`src/hdl/branch_pkg.sv`:
```
// ----------------------------------------------------------
// Branch package
// Shared address type, branch condition encoding, entry and
// flag structs, and the entry index sizing for the multiway
// branch unit
// ----------------------------------------------------------

package branch_pkg;

    // Width of an instruction address
    localparam int PC_WIDTH = 10;

    // Instruction address
    typedef logic [PC_WIDTH-1:0] pc_t;

    // Conditions a branch entry can test against the ALU flags
    // Positive means neither zero nor negative
    typedef enum logic [2:0] {
        COND_NEVER    = 3'd0,
        COND_ALWAYS   = 3'd1,
        COND_ZERO     = 3'd2,
        COND_NONZERO  = 3'd3,
        COND_NEGATIVE = 3'd4,
        COND_POSITIVE = 3'd5
    } branch_cond_t;

    // One branch entry as written by software
    typedef struct packed {
        pc_t          origin;
        pc_t          destination;
        branch_cond_t condition;
        logic         predict_taken;
        logic         enable;
    } branch_cfg_t;

    // Flags of the previous ALU result
    typedef struct packed {
        logic zero;
        logic negative;
    } alu_flags_t;

    // Index width for a given number of entries, never below one bit
    function automatic int BRANCH_INDEX_WIDTH(input int count);
        return (count > 1) ? $clog2(count) : 1;
    endfunction

endpackage

```
`src/hdl/branch_config_regs.sv`:
```
// ----------------------------------------------------------
// Branch configuration registers
// Holds the branch entries; software replaces one whole
// entry per cycle through a simple write strobe
// ----------------------------------------------------------

module branch_config_regs #(
    parameter int BRANCH_COUNT = 4
) (
    input  logic                    clock,
    input  logic                    rst,

    // Entry write port, one entry per strobe
    input  logic                    config_write,
    input  logic [branch_pkg::BRANCH_INDEX_WIDTH(BRANCH_COUNT)-1:0] config_index,
    input  branch_pkg::branch_cfg_t config_data,

    // All entries, straight to the detectors
    output branch_pkg::branch_cfg_t entries [BRANCH_COUNT]
);

    import branch_pkg::*;

    localparam int INDEX_WIDTH = BRANCH_INDEX_WIDTH(BRANCH_COUNT);

    // ----------------------------------------------------------
    // Write decode

    // High when the index names an entry that exists
    // With a non power of two count the top index values fall outside
    logic index_valid;

    // Entry currently held in each slot
    branch_cfg_t entry_q [BRANCH_COUNT];

    always_comb begin
        index_valid = (int'(config_index) < BRANCH_COUNT);
    end

    // ----------------------------------------------------------
    // Entry storage

    // Reset clears every entry so all enables come up low
    // A write lands at the edge and shows at the outputs after it
    always_ff @(posedge clock) begin
        if (rst) begin
            for (int i = 0; i < BRANCH_COUNT; i++) begin
                entry_q[i] <= '0;
            end
        end else begin
            for (int i = 0; i < BRANCH_COUNT; i++) begin
                if (config_write && index_valid &&
                    (config_index == INDEX_WIDTH'(i))) begin
                    entry_q[i] <= config_data;
                end
            end
        end
    end

    // Entries leave the block directly from the registers
    always_comb begin
        for (int i = 0; i < BRANCH_COUNT; i++) begin
            entries[i] = entry_q[i];
        end
    end

endmodule

```
`src/hdl/branch_detector.sv`:
```
// ----------------------------------------------------------
// Branch detector
// Compares one branch entry against the current pc and ALU
// flags and raises that entry's jump and cancel requests
// ----------------------------------------------------------

module branch_detector (
    // Entry under test
    input  branch_pkg::branch_cfg_t entry,

    // Current fetch address and previous result flags
    input  branch_pkg::pc_t         pc,
    input  branch_pkg::alu_flags_t  flags,

    // Requests to the arbiter
    output logic                    jump,
    output logic                    cancel,
    output branch_pkg::pc_t         destination
);

    import branch_pkg::*;

    // The entry is live and sits at the current address
    logic origin_match;

    // The entry's condition holds on the current flags
    logic condition_met;

    // Match and condition together
    logic taken;

    // ----------------------------------------------------------
    // Condition decode

    // Unused encodings behave as never
    always_comb begin
        case (entry.condition)
            COND_NEVER:    condition_met = 1'b0;
            COND_ALWAYS:   condition_met = 1'b1;
            COND_ZERO:     condition_met = flags.zero;
            COND_NONZERO:  condition_met = ~flags.zero;
            COND_NEGATIVE: condition_met = flags.negative;
            COND_POSITIVE: condition_met = ~flags.zero & ~flags.negative;
            default:       condition_met = 1'b0;
        endcase
    end

    // ----------------------------------------------------------
    // Requests

    always_comb begin
        origin_match = entry.enable && (entry.origin == pc);
        taken        = origin_match && condition_met;
        jump         = taken;
        // A matched entry that went the other way than predicted
        // must cancel the instruction already fetched behind it
        cancel       = origin_match && (taken != entry.predict_taken);
        // Destination only matters once the arbiter grants this entry
        destination  = entry.destination;
    end

endmodule

```
`src/hdl/one_hot_mux.sv`:
```
// ----------------------------------------------------------
// One-hot multiplexer
// AND-OR selector of one word out of many, zero when no
// selector bit is set
// ----------------------------------------------------------

module one_hot_mux #(
    parameter int WORD_WIDTH = 1,
    parameter int WORD_COUNT = 2
) (
    input  logic [WORD_COUNT-1:0]            selectors,
    input  logic [WORD_WIDTH*WORD_COUNT-1:0] words_in,
    output logic [WORD_WIDTH-1:0]            word_out
);

    // Word 0 sits in the lowest bits of words_in
    // Several set selectors would OR their words, callers keep it one-hot
    always_comb begin
        word_out = '0;
        for (int i = 0; i < WORD_COUNT; i++) begin
            word_out = word_out |
                       (words_in[i*WORD_WIDTH +: WORD_WIDTH] & {WORD_WIDTH{selectors[i]}});
        end
    end

endmodule

```
`src/hdl/branch_arbiter.sv`:
```
// ----------------------------------------------------------
// Branch arbiter
// Grants the lowest-index jump request, registers the grant,
// then picks the matching cancel bit and destination
// ----------------------------------------------------------

module branch_arbiter #(
    parameter int BRANCH_COUNT = 4
) (
    input  logic                                       clock,
    input  logic                                       rst,

    // Requests from the detector array
    input  logic [BRANCH_COUNT-1:0]                    cancels,
    input  logic [BRANCH_COUNT-1:0]                    jumps,
    input  logic [branch_pkg::PC_WIDTH*BRANCH_COUNT-1:0] jump_destinations,

    // Selected outcome, one cycle after the requests
    output logic                                       cancel,
    output logic                                       jump,
    output branch_pkg::pc_t                            jump_destination
);

    import branch_pkg::*;

    // The "none" outcome is treated as one more request, at the top
    localparam int BRANCH_COUNT_ALL = BRANCH_COUNT + 1;

    // ----------------------------------------------------------
    // Stage 0

    logic                             jumps_any;
    logic [BRANCH_COUNT_ALL-1:0]      jumps_all;
    logic [BRANCH_COUNT_ALL-1:0]      jumps_granted;

    // Stage 1 registers
    logic [BRANCH_COUNT_ALL-1:0]      jumps_granted_q;
    logic [BRANCH_COUNT_ALL-1:0]      cancels_all_q;
    logic [PC_WIDTH*BRANCH_COUNT-1:0] jump_destinations_q;

    // The "none" bit is set only when no real request is, so the grant
    // always holds exactly one bit
    // Lowest set bit isolated by AND with the two's complement
    always_comb begin
        jumps_any     = |jumps;
        jumps_all     = {~jumps_any, jumps};
        jumps_granted = jumps_all & (~jumps_all + 1'b1);
    end

    // With no jump granted any matched branch may still cancel, so the
    // OR of all cancels stands in for the "none" outcome
    always_ff @(posedge clock) begin
        if (rst) begin
            jump                <= 1'b0;
            jumps_granted_q     <= '0;
            cancels_all_q       <= '0;
            jump_destinations_q <= '0;
        end else begin
            jump                <= jumps_any;
            jumps_granted_q     <= jumps_granted;
            cancels_all_q       <= {|cancels, cancels};
            jump_destinations_q <= jump_destinations;
        end
    end

    // ----------------------------------------------------------
    // Stage 1, combinational from the registers above

    one_hot_mux #(
        .WORD_WIDTH (1),
        .WORD_COUNT (BRANCH_COUNT_ALL)
    ) cancel_selector (
        .selectors  (jumps_granted_q),
        .words_in   (cancels_all_q),
        .word_out   (cancel)
    );

    // Dropping the "none" bit leaves no selector set when nothing was
    // granted, which drives the destination to zero
    one_hot_mux #(
        .WORD_WIDTH (PC_WIDTH),
        .WORD_COUNT (BRANCH_COUNT)
    ) destination_selector (
        .selectors  (jumps_granted_q[BRANCH_COUNT-1:0]),
        .words_in   (jump_destinations_q),
        .word_out   (jump_destination)
    );

endmodule

```
`src/hdl/multiway_branch_unit.sv`:
```
// ----------------------------------------------------------
// Multiway branch unit
// Branch resolution for the fetch stage: entry registers,
// one detector per entry, and the priority arbiter
// ----------------------------------------------------------

module multiway_branch_unit #(
    parameter int BRANCH_COUNT = 4
) (
    input  logic                    clock,
    input  logic                    rst,

    // Software entry writes
    input  logic                    config_write,
    input  logic [branch_pkg::BRANCH_INDEX_WIDTH(BRANCH_COUNT)-1:0] config_index,
    input  branch_pkg::branch_cfg_t config_data,

    // Fetch address and ALU flags of the current cycle
    input  branch_pkg::pc_t         pc,
    input  branch_pkg::alu_flags_t  flags,

    // Resolved branch, one cycle later
    output logic                    jump,
    output logic                    cancel,
    output branch_pkg::pc_t         jump_destination
);

    import branch_pkg::*;

    branch_cfg_t                      entries [BRANCH_COUNT];
    logic [BRANCH_COUNT-1:0]          jumps;
    logic [BRANCH_COUNT-1:0]          cancels;
    logic [PC_WIDTH*BRANCH_COUNT-1:0] destinations;

    branch_config_regs #(
        .BRANCH_COUNT (BRANCH_COUNT)
    ) config_regs (
        .clock        (clock),
        .rst          (rst),
        .config_write (config_write),
        .config_index (config_index),
        .config_data  (config_data),
        .entries      (entries)
    );

    // One detector per entry, each owning one slot of the request vectors
    for (genvar i = 0; i < BRANCH_COUNT; i++) begin : g_detector
        branch_detector detector (
            .entry       (entries[i]),
            .pc          (pc),
            .flags       (flags),
            .jump        (jumps[i]),
            .cancel      (cancels[i]),
            .destination (destinations[i*PC_WIDTH +: PC_WIDTH])
        );
    end

    branch_arbiter #(
        .BRANCH_COUNT      (BRANCH_COUNT)
    ) arbiter (
        .clock             (clock),
        .rst               (rst),
        .cancels           (cancels),
        .jumps             (jumps),
        .jump_destinations (destinations),
        .cancel            (cancel),
        .jump              (jump),
        .jump_destination  (jump_destination)
    );

endmodule

```
`config.mk`:
```
export PLATFORM = sky130hd
export DESIGN_NAME = multiway_branch_unit
export DESIGN_NICKNAME = d
export VERILOG_FILES = /design/src/hdl/branch_pkg.sv /design/src/hdl/branch_config_regs.sv /design/src/hdl/branch_detector.sv /design/src/hdl/one_hot_mux.sv /design/src/hdl/branch_arbiter.sv /design/src/hdl/multiway_branch_unit.sv
export SDC_FILE = /design/constraint.sdc
export NUM_CORES = 1
export LEC_CHECK = 0
export CAP_MARGIN = 25
export CORE_MARGIN = 3
export CORE_UTILIZATION = 50
export CTS_CLUSTER_DIAMETER = 200
export DETAILED_ROUTE_END_ITERATION = 8
export DONT_BUFFER_PORTS = 1
export REMOVE_ABC_BUFFERS = 1
export SYNTH_ARGS = -nofsm -noshare
export SYNTH_HDL_FRONTEND = slang
export SYNTH_HIERARCHICAL = 1
export SYNTH_SLANG_ARGS = --single-unit
```
`constraint.sdc`:
```
create_clock -name clock -period 3.1 [get_ports clock]
set_clock_uncertainty 0.05 [all_clocks]
set_input_delay 0.465 -clock clock [delete_from_list [all_inputs] [get_ports clock]]
set_output_delay 0.465 -clock clock [all_outputs]
set_load 0.03 [all_outputs]
```
==> run_results.csv <==
group,metric,value,unit
logic_synthesis,synth_compound_area_share,5.341,%
floorplan,row_count,41,
logic_synthesis,ys_top_cells_by_count,"nor2_1 (106), edfxtp_1 (100), dfxtp_1 (51)",
clock_network,clock-root-buffer,"clkbuf_16",
setup_path,reg2regPathDepth,6,
drt,routed_wl,12740,um
power,ir_worst_vdd,362.2,uV
sta,hold_ws,0.08014,ns
clock_network,cts-buffers-inserted,17,
grt,grt_usage,18.99,%
outcome,status,"finished clean",
sta,fmax,469.7,MHz
drt,drtAntennaViolNets,0,
floorplan,coreArea,0.01267,mm^2
clock_network,postCtsSetupRepairBufs,0,
logic_synthesis,async_flop_share,0,%
clock_network,cts_tree,"built",
grt,grt_overflow,0,
power,p_per_area,662.8,mW/mm^2
sta,min_period,2.129,ns
grt,grt_pass1_vias,3781,
sta,setup_viol,0,
layout,nNetsFinal,553,
setup_path,crit_type,"reg2out",
sta,tns,0,ns
setup_path,r2r_slack,1.24,ns
logic_synthesis,syn_area,0.006512,mm^2
setup_path,path_max_fanout,11,
setup_path,startpoint,"arbiter/jumps_granted_q[2]",
clock_network,cts_resized,0,
layout,area_growth,6.110,%
clock_network,clkLatencyLatePin,0.41,ns
drt,dr.pass1.iters,4,
layout,insertedDiodeCount,0,
floorplan,die_w,120.1,um
drt,drt_iter0_markers,239,
placement,dp.cells,664,
layout,instances_no_fill,696,
logic_synthesis,avgSynthCellArea,11.84,um^2
setup_path,worstPathArrival,1.61,ns
power,p_total,0.004580,W
floorplan,num_io_pins,54,
sta,fin_crit_sh,68.67,%
drt,wl_per_cell,18.31,um
placement,dp_hpwl,8090,um
floorplan,initial_utilization,51.40,%
sta,hold_viol,0,
setup_path,r2r-end,"arbiter/cancels_all_q[4]",
grt,grt_first_pass_wirelength,20280,um
logic_synthesis,synth_flop_cell,"edfxtp_1",
layout,seq_area,0.004024,mm^2
logic_synthesis,synthAdderAreaFrac,0,%
run,maxCapViolCount,0,
grt,antenna_found_initial,0,
drt,drt-vias-per-instance,5.290,
clock_network,hold_buffers,0,
layout,multi_input_area,0.002011,mm^2
logic_synthesis,synth-seq-cells,151,
power,power_leakage,2.425,nW
sta,rsz0062_at_grt,"no",
placement,numPortBuffers,0,
setup_path,cp-endpoint,"jump_destination[3]",
logic_synthesis,ys_types,34,
clock_network,clk_pin_slew,0.06,ns
logic_synthesis,synth_largest_area_cell,"edfxtp_1",
logic_synthesis,yosys.area_share.simple,18.62,%
floorplan,die_area,0.01443,mm^2
placement,gp_congestion,0.7867,
layout,drive_above_1_share,8.397,%
sta,tightest_slew,0.5877,ns
logic_synthesis,syn_inst,550,
logic_synthesis,synthMuxAreaShare,1.306,%
clock_network,cts_buffer_depth,2,
min_path,hp-class,"in2reg",
drt,vias,3682,
logic_synthesis,synth.area.top_cells,"edfxtp_1 (46%), dfxtp_1 (16%), nor2_1 (6.1%)",
setup_path,cp-start-kind,"flop",
grt,grt_max_degree,80,
setup_path,r2r_start,"config_regs/entry_q[0][3]",
sta,relSlewSlack,60.77,%
clock_network,numClockSinks,151,
logic_synthesis,synth_top_family_by_area,"simple AND/OR/NAND/NOR gates",
setup_path,required,2.58,ns
layout,n_fill_cell,1084,
setup_path,cp-end-kind,"output port",
logic_synthesis,seq_area_frac_synth,61.79,%
floorplan,die_h,120.1,um
clock_network,htreeDepth,4,
logic_synthesis,yosysMostFrequentCell,"nor2_1",
logic_synthesis,synth_top_area_share,46.11,%
drt,post-route-drc-count,0,
logic_synthesis,yosys.area_share.xor_xnor,5.379,%
logic_synthesis,yosysWarnings,6,
logic_synthesis,synth_edf_count,100,
sta,slew_viol_final,0,
[cell usage in the layout (no fill, tap or decap), types with 5 or more instances in the layout]
master     instances
clkbuf_16         21
dfxtp_1           51
buf_4              8
clkbuf_1           5
nand2_1           20
a22oi_1           21
nor2b_1           48
nand3b_1          29
xnor2_1           40
nand2b_1           6
edfxtp_1         100
nor2_1           106
nand4_1            8
[worst max-delay path, stage by stage (launching register included)]
cell and delay, ns:
dfxtp_1 0.69, a22oi_1 0.21, nand2_1 0.30
[state kept, by name (all words and copies together) (netlist names)]
register,count
arbiter/jumps_granted_q,5
arbiter/cancels_all_q,5
arbiter/jump,1
config_regs/entry_q,100
arbiter/jump_destinations_q,40
[per-stage QoR]
step,instance area [um^2],utilization (%),setup WS [ns]
after global placement,6314,49.83,1.238
after floorplan,6023,-,0.3863
after CTS,6910,54.54,0.9371
final,6910,54.54,0.9711
after global routing,6910,54.54,0.8598
after detailed placement,6314,49.83,1.216
[layout make-up]
cell class | instances | share of cell area [%]
multi-input cells | 332 | 29.10
clock inverters | 4 | 0.3621
well taps | 172 | 3.114
flip-flops and latches | 151 | 58.23
inverters | 1 | 0.05432
repair buffers | 8 | 0.8691
clock buffers | 28 | 8.274
[worst min path at each step]
stage / startpoint / endpoint / slack [ns] / depth (start not counted)
after global placement: config_regs/entry_q[3][9] / arbiter/jump_destinations_q[34] / 0.38 / 1
after CTS: rst / arbiter/jump_destinations_q[6] / 0.05 / 1
final: rst / arbiter/jump_destinations_q[32] / 0.08 / 1
after detailed placement: config_regs/entry_q[0][7] / arbiter/jump_destinations_q[2] / 0.39 / 1
after floorplan: config_regs/entry_q[3][10] / arbiter/jump_destinations_q[35] / 0.38 / 1
after global routing: rst / arbiter/jump_destinations_q[4] / 0.05 / 1
[metal layers]
layer	vias to the layer above	GRT usage [%]	wire, um
met5	-	0	0
met1	1803	23.36	5630
met4	0	7.015	118
met2	79	31.61	6378
met3	11	5.796	615
li1	1789	-	-
[report_power, final]
group	internal (W)	switching (W)
combinational	0.000113	0.000135
clock	0.00126	0.000736
sequential	0.00228	0.0000542
[logic make-up after synthesis]
logic type,after synthesis
simple gates,238
flops,151
buf+inv,67
compound gates,46
xor+xnor,40
mux,8
Note: power is estimated with default switching activity, not from simulation.
